### src/hw/fetch_pkg.sv
/*
 * shared definitions of the instruction fetch front end
 * address, bus word and halfword widths, parameter defaults,
 * and the 32-bit instruction word union with rv32 and rvc views
 */

package fetch_pkg;

	// ------------------------------
	// widths
	// ------------------------------

	localparam int W_ADDR   = 32;
	localparam int W_DATA   = 32;
	// decode consumes the CIR in halfword bundles
	localparam int W_BUNDLE = W_DATA / 2;

	// defaults for the top level parameters
	localparam int                FIFO_DEPTH_DEFAULT   = 2;
	localparam logic [W_ADDR-1:0] RESET_VECTOR_DEFAULT = 32'h0000_0000;

	// ------------------------------
	// instruction word views
	// ------------------------------

	// 32-bit base encoding, register fields at fixed positions
	typedef struct packed {
		logic [6:0] funct7;
		logic [4:0] rs2;
		logic [4:0] rs1;
		logic [2:0] funct3;
		logic [4:0] rd;
		logic [6:0] opcode;
	} rv32_fields_t;

	// a compressed register field is either the full 5-bit number
	// or, in the popular-register forms, only its low 3 bits (x8..x15)
	typedef struct packed {
		logic [1:0] hi;
		logic [2:0] prime;
	} rvc_reg_t;

	// 16-bit encoding in the low halfword, the upper halfword is not part of it
	typedef struct packed {
		logic [15:0] unused;
		logic [2:0]  funct3;
		logic        b12;
		rvc_reg_t    rs1;
		rvc_reg_t    rs2;
		logic [1:0]  op;
	} rvc_fields_t;

	typedef union packed {
		rv32_fields_t rv32;
		rvc_fields_t  rvc;
	} instr_word_u;

endpackage
### src/hw/fetch_frontend.sv
/*
 * top level of the instruction fetch front end
 * fetch controller, prefetch queue, aligner and predecode
 */

`timescale 1ns/10ps

module fetch_frontend #(
	parameter int FIFO_DEPTH = fetch_pkg::FIFO_DEPTH_DEFAULT,
	parameter logic [fetch_pkg::W_ADDR-1:0] RESET_VECTOR = fetch_pkg::RESET_VECTOR_DEFAULT
) (
	input  logic                        clk,
	input  logic                        rst_n,
	// memory bus, word-sized and word-aligned
	output logic [fetch_pkg::W_ADDR-1:0] mem_addr,
	output logic                        mem_addr_vld,
	input  logic                        mem_addr_rdy,
	input  logic [fetch_pkg::W_DATA-1:0] mem_data,
	input  logic                        mem_data_err,
	input  logic                        mem_data_vld,
	// jumps from the core
	input  logic [fetch_pkg::W_ADDR-1:0] jump_target,
	input  logic                        jump_target_vld,
	output logic                        jump_target_rdy,
	// decode side
	output logic [31:0]                 cir,
	output logic [1:0]                  cir_vld,
	output logic [1:0]                  cir_err,
	input  logic [1:0]                  cir_use,
	output logic [4:0]                  next_regs_rs1,
	output logic [4:0]                  next_regs_rs2
);

	logic                        jump_now;
	logic                        queue_push;
	logic                        queue_pop;
	logic                        queue_empty;
	logic                        queue_full;
	logic                        queue_almost_full;
	logic [fetch_pkg::W_DATA-1:0] queue_rdata;
	logic                        queue_rerr;
	logic                        cir_must_refill;
	logic                        fetch_data_vld;
	logic                        unaligned_jump_dph;
	fetch_pkg::instr_word_u      next_instr;

	fetch_ctrl #(
		.RESET_VECTOR (RESET_VECTOR),
		.FIFO_DEPTH   (FIFO_DEPTH)
	) u_ctrl (
		.clk                (clk),
		.rst_n              (rst_n),
		.jump_target        (jump_target),
		.jump_target_vld    (jump_target_vld),
		.jump_target_rdy    (jump_target_rdy),
		.jump_now           (jump_now),
		.mem_addr           (mem_addr),
		.mem_addr_vld       (mem_addr_vld),
		.mem_addr_rdy       (mem_addr_rdy),
		.mem_data_vld       (mem_data_vld),
		.queue_full         (queue_full),
		.queue_almost_full  (queue_almost_full),
		.queue_empty        (queue_empty),
		.queue_push         (queue_push),
		.queue_pop          (queue_pop),
		.cir_must_refill    (cir_must_refill),
		.fetch_data_vld     (fetch_data_vld),
		.unaligned_jump_dph (unaligned_jump_dph)
	);

	// the queue is emptied in the jump cycle itself
	prefetch_queue #(
		.FIFO_DEPTH (FIFO_DEPTH)
	) u_queue (
		.clk          (clk),
		.rst_n        (rst_n),
		.mem_data     (mem_data),
		.mem_data_err (mem_data_err),
		.push         (queue_push),
		.pop          (queue_pop),
		.flush        (jump_now),
		.rdata        (queue_rdata),
		.rerr         (queue_rerr),
		.empty        (queue_empty),
		.full         (queue_full),
		.almost_full  (queue_almost_full)
	);

	instr_align u_align (
		.clk                (clk),
		.rst_n              (rst_n),
		.mem_data           (mem_data),
		.mem_data_err       (mem_data_err),
		.queue_rdata        (queue_rdata),
		.queue_rerr         (queue_rerr),
		.queue_empty        (queue_empty),
		.fetch_data_vld     (fetch_data_vld),
		.unaligned_jump_dph (unaligned_jump_dph),
		.flush              (jump_now),
		.cir                (cir),
		.cir_vld            (cir_vld),
		.cir_err            (cir_err),
		.cir_use            (cir_use),
		.cir_must_refill    (cir_must_refill),
		.next_instr         (next_instr)
	);

	regnum_predecode u_predecode (
		.next_instr    (next_instr),
		.next_regs_rs1 (next_regs_rs1),
		.next_regs_rs2 (next_regs_rs2)
	);

endmodule

### src/hw/regnum_predecode.sv
/*
 * register number predecode for the instruction that
 * enters the CIR next, 32-bit and compressed formats
 */

`timescale 1ns/10ps

module regnum_predecode (
	input  fetch_pkg::instr_word_u next_instr,
	output logic [4:0]             next_regs_rs1,
	output logic [4:0]             next_regs_rs2
);

	logic [1:0] quadrant;
	logic [2:0] c_funct3;

	assign quadrant = next_instr.rvc.op;
	assign c_funct3 = next_instr.rvc.funct3;

	always_comb begin
		if (quadrant == 2'b11) begin
			// full-size instruction, fields at fixed places
			next_regs_rs1 = next_instr.rv32.rs1;
			next_regs_rs2 = next_instr.rv32.rs2;
		end else begin
			// most compressed forms name x8..x15 through 3-bit fields
			next_regs_rs1 = {2'b01, next_instr.rvc.rs1.prime};
			next_regs_rs2 = {2'b01, next_instr.rvc.rs2.prime};
			case (quadrant)
				2'b00: begin
					// c.addi4spn works off the stack pointer
					if (c_funct3 == 3'b000) begin
						next_regs_rs1 = 5'd2;
					end
				end
				2'b01: begin
					if (c_funct3 == 3'b011) begin
						// c.addi16sp
						next_regs_rs1 = 5'd2;
					end else if (c_funct3 == 3'b000) begin
						// c.addi reads its own full rd
						next_regs_rs1 = next_instr.rvc.rs1;
					end
				end
				default: begin
					// quadrant 2 uses the full 5-bit fields
					next_regs_rs2 = next_instr.rvc.rs2;
					if (c_funct3 == 3'b010 || c_funct3 == 3'b110) begin
						// c.lwsp and c.swsp
						next_regs_rs1 = 5'd2;
					end else begin
						next_regs_rs1 = next_instr.rvc.rs1;
					end
				end
			endcase
		end
	end

endmodule

### src/hw/instr_align.sv
/*
 * instruction assembly yard: three-halfword buffer made of
 * the upper halfword buffer and the CIR, its level and error bits,
 * shift-out of used halfwords and overlay of fetched words
 */

`timescale 1ns/10ps

module instr_align (
	input  logic                          clk,
	input  logic                          rst_n,
	input  logic [fetch_pkg::W_DATA-1:0]   mem_data,
	input  logic                          mem_data_err,
	input  logic [fetch_pkg::W_DATA-1:0]   queue_rdata,
	input  logic                          queue_rerr,
	input  logic                          queue_empty,
	input  logic                          fetch_data_vld,
	input  logic                          unaligned_jump_dph,
	input  logic                          flush,
	output logic [31:0]                   cir,
	output logic [1:0]                    cir_vld,
	output logic [1:0]                    cir_err,
	input  logic [1:0]                    cir_use,
	output logic                          cir_must_refill,
	output fetch_pkg::instr_word_u        next_instr
);

	localparam int WB = fetch_pkg::W_BUNDLE;

	// buf_level counts valid halfwords in {hwbuf, cir}
	logic [1:0]                 buf_level;
	logic [1:0]                 buf_level_next;
	logic [1:0]                 level_after_use;
	logic [WB-1:0]              hwbuf;
	logic [2:0]                 buf_err;
	logic [fetch_pkg::W_DATA-1:0] fetch_data;
	logic                       fetch_err;
	logic [3*WB-1:0]            data_shifted;
	logic [3*WB-1:0]            data_plus_fetch;
	logic [2:0]                 err_shifted;
	logic [2:0]                 err_plus_fetch;
	logic                       overlay_blocked;

	// queue head when there is one, else the word on the bus
	assign fetch_data = queue_empty ? mem_data : queue_rdata;
	assign fetch_err  = queue_empty ? mem_data_err : queue_rerr;

	// ------------------------------
	// shift out what decode used
	// ------------------------------

	// slots that end up empty or overwritten get whatever is cheapest
	always_comb begin
		if (cir_use[1]) begin
			data_shifted = {hwbuf, cir[WB +: WB], hwbuf};
			err_shifted  = buf_err >> 2;
		end else if (cir_use[0]) begin
			data_shifted = {hwbuf, hwbuf, cir[WB +: WB]};
			err_shifted  = buf_err >> 1;
		end else begin
			data_shifted = {hwbuf, cir};
			err_shifted  = buf_err;
		end
	end

	// saturate at zero so a stray cir_use can never wrap the level
	assign level_after_use = (cir_use >= buf_level) ? 2'd0 : buf_level - cir_use;

	// ------------------------------
	// overlay fresh fetch data
	// ------------------------------

	// two halfwords still waiting leave no room for a whole word
	assign overlay_blocked = level_after_use[1] && !unaligned_jump_dph;
	assign cir_must_refill = !level_after_use[1];

	always_comb begin
		if (overlay_blocked) begin
			data_plus_fetch = data_shifted;
			err_plus_fetch  = err_shifted;
		end else if (unaligned_jump_dph) begin
			// the target sits in the upper half of its word
			data_plus_fetch = {data_shifted[WB +: 2*WB], fetch_data[WB +: WB]};
			err_plus_fetch  = {err_shifted[2:1], fetch_err};
		end else if (level_after_use[0]) begin
			// one halfword left over, the new word goes on top of it
			data_plus_fetch = {fetch_data, data_shifted[0 +: WB]};
			err_plus_fetch  = {{2{fetch_err}}, err_shifted[0]};
		end else begin
			data_plus_fetch = {data_shifted[2*WB +: WB], fetch_data};
			err_plus_fetch  = {err_shifted[2], {2{fetch_err}}};
		end
	end

	// a jump empties the yard, the first word after an unaligned jump adds one
	always_comb begin
		if (flush) begin
			buf_level_next = 2'd0;
		end else if (fetch_data_vld && unaligned_jump_dph) begin
			buf_level_next = 2'd1;
		end else if (cir_must_refill && fetch_data_vld) begin
			buf_level_next = level_after_use + 2'd2;
		end else begin
			buf_level_next = level_after_use;
		end
	end

	// ------------------------------
	// registers
	// ------------------------------

	always_ff @(posedge clk or negedge rst_n) begin
		if (!rst_n) begin
			buf_level <= 2'd0;
			cir_vld   <= 2'd0;
			buf_err   <= 3'd0;
		end else begin
			buf_level <= buf_level_next;
			// decode never sees more than the CIR itself
			cir_vld   <= (buf_level_next > 2'd2) ? 2'd2 : buf_level_next;
			buf_err   <= err_plus_fetch;
		end
	end

	always_ff @(posedge clk) begin
		{hwbuf, cir} <= data_plus_fetch;
	end

	assign cir_err    = buf_err[1:0];
	// the word that will sit in the CIR on the next edge
	assign next_instr = data_plus_fetch[31:0];

endmodule

### src/hw/prefetch_queue.sv
/*
 * prefetch queue: shifting queue of fetched words,
 * each with its bus error bit, head always in entry 0
 */

`timescale 1ns/10ps

module prefetch_queue #(
	parameter int FIFO_DEPTH = fetch_pkg::FIFO_DEPTH_DEFAULT
) (
	input  logic                        clk,
	input  logic                        rst_n,
	input  logic [fetch_pkg::W_DATA-1:0] mem_data,
	input  logic                        mem_data_err,
	input  logic                        push,
	input  logic                        pop,
	input  logic                        flush,
	output logic [fetch_pkg::W_DATA-1:0] rdata,
	output logic                        rerr,
	output logic                        empty,
	output logic                        full,
	output logic                        almost_full
);

	// second-to-last entry, clamped for a single-entry queue
	localparam int AF_IDX = (FIFO_DEPTH > 1) ? FIFO_DEPTH - 2 : 0;

	logic [fetch_pkg::W_DATA-1:0] mem [0:FIFO_DEPTH-1];
	logic [FIFO_DEPTH-1:0]       err;
	logic [FIFO_DEPTH-1:0]       valid;
	logic [FIFO_DEPTH-1:0]       valid_next;

	assign rdata       = mem[0];
	assign rerr        = err[0];
	assign empty       = !valid[0];
	assign full        = valid[FIFO_DEPTH-1];
	assign almost_full = (FIFO_DEPTH == 1) || (!valid[FIFO_DEPTH-1] && valid[AF_IDX]);

	// valid bits fill from the bottom, a pop drops the head, a push adds one above
	always_comb begin
		valid_next = valid;
		if (pop) begin
			valid_next = valid_next >> 1;
		end
		if (push) begin
			valid_next = (valid_next << 1) | FIFO_DEPTH'(1);
		end
	end

	always_ff @(posedge clk or negedge rst_n) begin
		if (!rst_n) begin
			valid <= '0;
		end else if (flush) begin
			// words of the old stream are simply forgotten
			valid <= '0;
		end else begin
			valid <= valid_next;
		end
	end

	// each entry takes the next valid one, or the bus word past the last valid one
	always_ff @(posedge clk) begin
		for (int i = 0; i < FIFO_DEPTH - 1; i++) begin
			if (pop || (push && !valid[i])) begin
				mem[i] <= valid[i+1] ? mem[i+1] : mem_data;
				err[i] <= valid[i+1] ? err[i+1] : mem_data_err;
			end
		end
		// nothing sits above the top entry, so it can only take the bus word
		if (pop || (push && !valid[FIFO_DEPTH-1])) begin
			mem[FIFO_DEPTH-1] <= mem_data;
			err[FIFO_DEPTH-1] <= mem_data_err;
		end
	end

endmodule

### src/hw/fetch_ctrl.sv
/*
 * fetch controller: address-phase request generation,
 * fetch address counter, in-flight and flush counters,
 * queue push and pop strobes, unaligned jump flags
 */

`timescale 1ns/10ps

module fetch_ctrl #(
	parameter logic [fetch_pkg::W_ADDR-1:0] RESET_VECTOR = fetch_pkg::RESET_VECTOR_DEFAULT,
	parameter int FIFO_DEPTH = fetch_pkg::FIFO_DEPTH_DEFAULT
) (
	input  logic                        clk,
	input  logic                        rst_n,
	input  logic [fetch_pkg::W_ADDR-1:0] jump_target,
	input  logic                        jump_target_vld,
	output logic                        jump_target_rdy,
	output logic                        jump_now,
	output logic [fetch_pkg::W_ADDR-1:0] mem_addr,
	output logic                        mem_addr_vld,
	input  logic                        mem_addr_rdy,
	input  logic                        mem_data_vld,
	input  logic                        queue_full,
	input  logic                        queue_almost_full,
	input  logic                        queue_empty,
	output logic                        queue_push,
	output logic                        queue_pop,
	input  logic                        cir_must_refill,
	output logic                        fetch_data_vld,
	output logic                        unaligned_jump_dph
);

	// a single-entry queue cannot absorb two words in flight
	localparam int MAX_PENDING = (FIFO_DEPTH > 1) ? 2 : 1;

	logic                        mem_addr_hold;
	logic [1:0]                  pending_fetches;
	logic [1:0]                  flush_cnt;
	logic [fetch_pkg::W_ADDR-1:0] fetch_addr;
	logic                        unaligned_jump_aph;
	logic                        reset_holdoff;
	logic                        addr_req;
	logic                        addr_accept;
	logic                        fetch_stall;
	logic                        flushing;
	logic                        unaligned_jump_now;

	// ------------------------------
	// bus state
	// ------------------------------

	assign addr_accept = mem_addr_vld && mem_addr_rdy;
	assign flushing    = |flush_cnt;

	// an address that was presented but not taken must stay on the bus,
	// so jumps wait until the hold is over
	assign jump_target_rdy    = !mem_addr_hold;
	assign jump_now           = jump_target_vld && jump_target_rdy;
	assign unaligned_jump_now = jump_now && jump_target[1];

	always_ff @(posedge clk or negedge rst_n) begin
		if (!rst_n) begin
			reset_holdoff   <= 1'b1;
			mem_addr_hold   <= 1'b0;
			pending_fetches <= 2'd0;
			flush_cnt       <= 2'd0;
		end else begin
			reset_holdoff   <= 1'b0;
			mem_addr_hold   <= mem_addr_vld && !mem_addr_rdy;
			// only accepted addresses count as in flight
			pending_fetches <= pending_fetches + 2'(addr_accept) - 2'(mem_data_vld);
			// everything still in flight at a jump belongs to the old stream
			if (jump_now) begin
				flush_cnt <= pending_fetches - 2'(mem_data_vld);
			end else if (flushing && mem_data_vld) begin
				flush_cnt <= flush_cnt - 2'd1;
			end
		end
	end

	// the fetch address runs ahead of the pc in whole words
	always_ff @(posedge clk or negedge rst_n) begin
		if (!rst_n) begin
			fetch_addr <= RESET_VECTOR;
		end else if (jump_now) begin
			// step past the target at once if the bus took it in the jump cycle
			fetch_addr <= {jump_target[fetch_pkg::W_ADDR-1:2] + 30'(addr_accept), 2'b00};
		end else if (addr_accept) begin
			fetch_addr <= fetch_addr + fetch_pkg::W_ADDR'(4);
		end
	end

	// ------------------------------
	// unaligned jumps
	// ------------------------------

	// aph marks a halfword target whose word address is still waiting on the bus,
	// dph marks that its first data word must go in from the upper halfword
	always_ff @(posedge clk or negedge rst_n) begin
		if (!rst_n) begin
			unaligned_jump_aph <= 1'b0;
			unaligned_jump_dph <= 1'b0;
		end else begin
			if (addr_accept) begin
				unaligned_jump_aph <= 1'b0;
			end
			// target data cannot arrive before its address was taken
			if (fetch_data_vld && !unaligned_jump_aph) begin
				unaligned_jump_dph <= 1'b0;
			end
			// a new jump overrides whatever the flags said
			if (jump_now) begin
				unaligned_jump_aph <= unaligned_jump_now && !addr_accept;
				unaligned_jump_dph <= unaligned_jump_now;
			end
		end
	end

	// ------------------------------
	// address-phase request
	// ------------------------------

	// the pending count is the registered one to keep the bus ready out of this path
	assign fetch_stall = queue_full
		|| (queue_almost_full && |pending_fetches)
		|| (pending_fetches >= 2'(MAX_PENDING));

	always_comb begin
		addr_req = 1'b1;
		mem_addr = '0;
		if (mem_addr_hold) begin
			mem_addr = fetch_addr;
		end else if (jump_target_vld) begin
			// accesses are always whole aligned words
			mem_addr = {jump_target[fetch_pkg::W_ADDR-1:2], 2'b00};
		end else if (!fetch_stall) begin
			mem_addr = fetch_addr;
		end else begin
			addr_req = 1'b0;
		end
	end

	assign mem_addr_vld = addr_req && !reset_holdoff;

	// ------------------------------
	// data phase
	// ------------------------------

	// the aligner takes the queue head, or the bus word when the queue is empty
	assign fetch_data_vld = !queue_empty || (mem_data_vld && !flushing);
	assign queue_pop      = cir_must_refill && !queue_empty;
	// a word forwarded straight to the aligner must not be queued as well
	assign queue_push     = mem_data_vld && !flushing && !(cir_must_refill && queue_empty);

endmodule

### config.mk
export PLATFORM = sky130hd
export DESIGN_NAME = fetch_frontend
export DESIGN_NICKNAME = d
export VERILOG_FILES = /design/src/hw/fetch_pkg.sv /design/src/hw/fetch_frontend.sv /design/src/hw/regnum_predecode.sv /design/src/hw/instr_align.sv /design/src/hw/prefetch_queue.sv /design/src/hw/fetch_ctrl.sv
export SDC_FILE = /design/constraint.sdc
export NUM_CORES = 1
export LEC_CHECK = 0
export BUFFER_PORTS_ARGS = -buffer_cell sky130_fd_sc_hd__clkbuf_2
export CORE_ASPECT_RATIO = 0.9
export CORE_UTILIZATION = 51
export CTS_BUF_LIST = sky130_fd_sc_hd__clkbuf_2
export CTS_CLUSTER_SIZE = 30
export DETAILED_ROUTE_END_ITERATION = 12
export PLACE_DENSITY = 0.76
export SLEW_MARGIN = 20
export SYNTH_ARGS = -nofsm -noshare
export SYNTH_HDL_FRONTEND = slang
export SYNTH_HIERARCHICAL = 1
export SYNTH_SLANG_ARGS = --single-unit
export TNS_END_PERCENT = 10
### constraint.sdc
create_clock -name clk -period 3.7 [get_ports clk]
set_input_delay 0.555 -clock clk [delete_from_list [all_inputs] [get_ports clk]]
set_output_delay 0.555 -clock clk [all_outputs]
set_load 0.01 [all_outputs]
==> impl_metrics.json <==
{
  "p_per_area_mw_per_mm2": 562,
  "synth_top_area_cell": "edfxtp_1",
  "io_pins": 152,
  "h-tree-depth": 4,
  "finalNonFillerCells": 1271,
  "ir_drop_mv": 0.254,
  "clock_latency_ns": 0.76,
  "endpoint_kind": "output port",
  "wirelength_um": 22900,
  "gr-usage-met3": 0.0392,
  "placed_cell_area_mm2": 0.0102,
  "path_clk_slew_ns": 0.25,
  "rr_worst_depth": 11,
  "dp_hpwl_um": 15800,
  "setup_ws_ns": -0.475,
  "final_cell_mix": "165 x clkbuf_2, 116 x nand2_1, 89 x mux2i_1",
  "cts_root_buf": "clkbuf_2",
  "final_common_cell": "clkbuf_2",
  "switching_share": 0.398,
  "drtPass1Iterations": 4,
  "grt_pass1_vias": 6710,
  "vias": 7063,
  "worstPathCellList": "inv_1, ha_1, inv_1, fa_2, nand3b_1, nand4b_1, o211ai_1, or4_1, a21oi_2, nor2_2, a32o_1, clkbuf_2",
  "worstReg2RegStart": "u_queue/valid[0]",
  "slew_headroom": 0.246,
  "die_w_um": 146,
  "cts_buffer_depth": 2,
  "status": "finished, violations left",
  "row_count": 47,
  "async_flop_share": 0.288,
  "yosys_warnings": 6,
  "die_area_mm2": 0.0192,
  "rrSetupSlack_ns": 0.43,
  "antenna_found_initial": 1,
  "finalCriticalPeriod_ns": 4.18,
  "drt_iter0_drc": 503,
  "critPathMaxStageDelay_ns": 0.56,
  "final_nets": 1094,
  "hold_start": "jump_target[31]",
  "yosysTopAreaCellShare": 0.259,
  "postSynthAreaPerCell_um2": 11.1,
  "clkPwrFrac": 0.154,
  "hold_viol": 0,
  "drive_gt1_frac": 0.333,
  "holdWs_ns": 0.0920,
  "slowest_stage": "or4_1",
  "netlist_area_mm2": 0.00951,
  "portBuffers": 148,
  "met2_usage": 0.367,
  "drc": 0,
  "grt_max_degree": 54,
  "synth_edf_count": 82,
  "gr-usage-all-layers": 0.239,
  "cp.arrival_ns": 3.62,
  "ys_seq_elements": 160,
  "p_comb_frac": 0.414,
  "dp.cells": 1196,
  "r2r_end": "u_ctrl/fetch_addr[25]",
  "rsz0062_at_grt": "yes",
  "cp_max_fo": 5,
  "num-fill-cells": 1563,
  "fmax_mhz": 239,
  "synth_area_leaders": "edfxtp_1 26%, dfrtp_1 12%, mux2i_1 9.4%",
  "critPathLaunchType": "flip-flop",
  "hp-class": "in2reg",
  "gp_congestion": 0.885,
  "seqPwrFrac": 0.432,
  "ys_seq_area_frac": 0.447,
  "cts_tree": "yes",
  "path_common_cell": "inv_1",
  "grt_use_met1": 0.347,
  "setup-tns-final_ns": -3.86,
  "maxCapViolations": 0,
  "worstPathRequired_ns": 3.14,
  "critPathLaunch": "u_align/buf_level[0]",
  "violations": "negative setup slack",
  "min_to": "u_ctrl/fetch_addr[31]",
  "routed_via_density": 5.56,
  "post-route-period-util": 1.13,
  "initial_core_util": 0.518,
  "detail-route-antenna-nets": 0,
  "power.switching_mw": 2.44,
  "gr-total-overflow": 0,
  "die_y_um": 132,
  "worst-setup-path-type": "reg2out",
  "worstMarginPinSlew_ns": 1.13,
  "grt_pass1_wl_um": 35900,
  "internal-power_mw": 3.69,
  "ys_types": 62,
  "setup_viol": 10,
  "synthFlopType": "edfxtp_1",
  "syn2layout_area_growth_pct": 14.7,
  "cts_inserted_buffers": 17,
  "cts.sinks": 160,
  "avgRoutedWirePerCell_um": 18.0,
  "leakagePower_nw": 4.49,
  "skew_ns": 0.0472,
  "finalInstanceArea_mm2": 0.0109,
  "coreArea_mm2": 0.0183,
  "synth_cells": 860,
  "busiest_layer": "met2",
  "hold_depth": 3,
  "slew_viol_final": 0
}
-- through the flow --
| stage | worst slack (ns) | util | power (mW) |
|---|---|---|---|
| after floorplan | 0.0344 | - | 4.26 |
| after global placement | 0.0554 | 0.557 | 5.02 |
| after detailed placement | 0.00348 | 0.557 | 5.09 |
| after CTS | -0.539 | 0.592 | 6.11 |
| after global routing | -0.633 | 0.595 | 6.47 |
| final | -0.475 | 0.595 | 6.13 |
-- worst max path at each step --
stage | endpoint | slack [ns]
2_1_floorplan | next_regs_rs1[0] | 0.03
3_3_place_gp | next_regs_rs1[0] | 0.06
3_5_place_dp | next_regs_rs1[0] | 0.003
4_1_cts | next_regs_rs1[0] | -0.54
5_1_grt | next_regs_rs1[2] | -0.63
6_report | next_regs_rs1[2] | -0.48
-- layer usage --
metal | part of all wire | vias to the layer above
met1 | 0.48 | 3471
met3 | 0.044 | 22
li1 | - | 3369
met4 | 0.015 | 0
met2 | 0.46 | 201
met5 | 0 | -
-- synthesized netlist by cell type (10+ instances only) --
cell	n
a21oi_1	42
buf_2	14
buf_4	42
clkbuf_1	21
dfrtp_1	45
dfxtp_1	32
edfxtp_1	82
inv_1	20
mux2_2	59
mux2_4	27
mux2i_1	89
nand2_1	118
nand3_1	14
nand4_1	14
nand4b_1	17
nor2_1	19
nor3_1	13
o211ai_2	10
o21ai_0	16
xnor2_1	45
xor2_1	14
-- area by class of cell --
type / count / area (um2) / area share
well taps: 245 / 307 / 0.0281
clock buffers: 18 / 90.1 / 0.00826
diodes: 1 / 2.50 / 0.000229
inverters: 22 / 86.3 / 0.00791
flip-flops and latches: 160 / 4260 / 0.390
repair buffers: 219 / 1370 / 0.126
clock inverters: 14 / 138 / 0.0126
multi-input cells: 592 / 4660 / 0.427
-- kinds of logic after synthesis --
kind of cell | count (synthesis) | synth area share
AOI/OAI and AO/OA | 97 | 0.0692
xor gates and xnor gates | 59 | 0.0543
adders and majority gates | 10 | 0.0139
buffers and inverters | 110 | 0.0706
DFF | 160 | 0.447
muxes | 175 | 0.206
other | 1 | 0.000394
and+or+nand+nor | 248 | 0.138
-- power by group through the flow --
stage               registers (mW)  clock network [mW]  logic, mW
floorplan                     2.66                   0       1.59
global placement              2.67                   0       2.35
detailed placement            2.68                   0       2.41
CTS                           2.64               0.978       2.49
global route                  2.69                1.05       2.73
finish                        2.65               0.942       2.54
-- worst max-delay path: cells and delay by family, from the launching register on --
kind | cells | cell delay [ns]
AO/OA/AOI/OAI | 3 | 0.52
AND/OR/NAND/NOR | 4 | 1.05
adder cells (fa/ha/maj) | 2 | 0.68
flip-flops | 1 | 0.41
buffers and inverters | 3 | 0.23
-- flip-flops by register name, indices dropped and copies added (netlist names) --
register / cells
u_queue/mem: 64
u_queue/err: 2
u_align/cir: 32
u_ctrl/pending_fetches: 2
u_ctrl/flush_cnt: 2
u_ctrl/fetch_addr: 30
u_align/cir_vld: 1
u_ctrl/mem_addr_hold: 1
u_align/hwbuf: 16
u_ctrl/unaligned_jump_aph: 1
u_align/buf_level: 2
u_ctrl/reset_holdoff: 1
u_align/buf_err: 3
u_queue/valid: 2
u_ctrl/unaligned_jump_dph: 1
-- what timing repair did --
item                       CTS  global route
hold endpoints to repair    73             0
setup endpoints to repair   10            12
hold buffers                36             0
cloned                       0             0
setup buffers                3             3
pin swaps                   17             5
gates resized for setup      6             5
No activity file was read; power rests on OpenSTA's default activity.
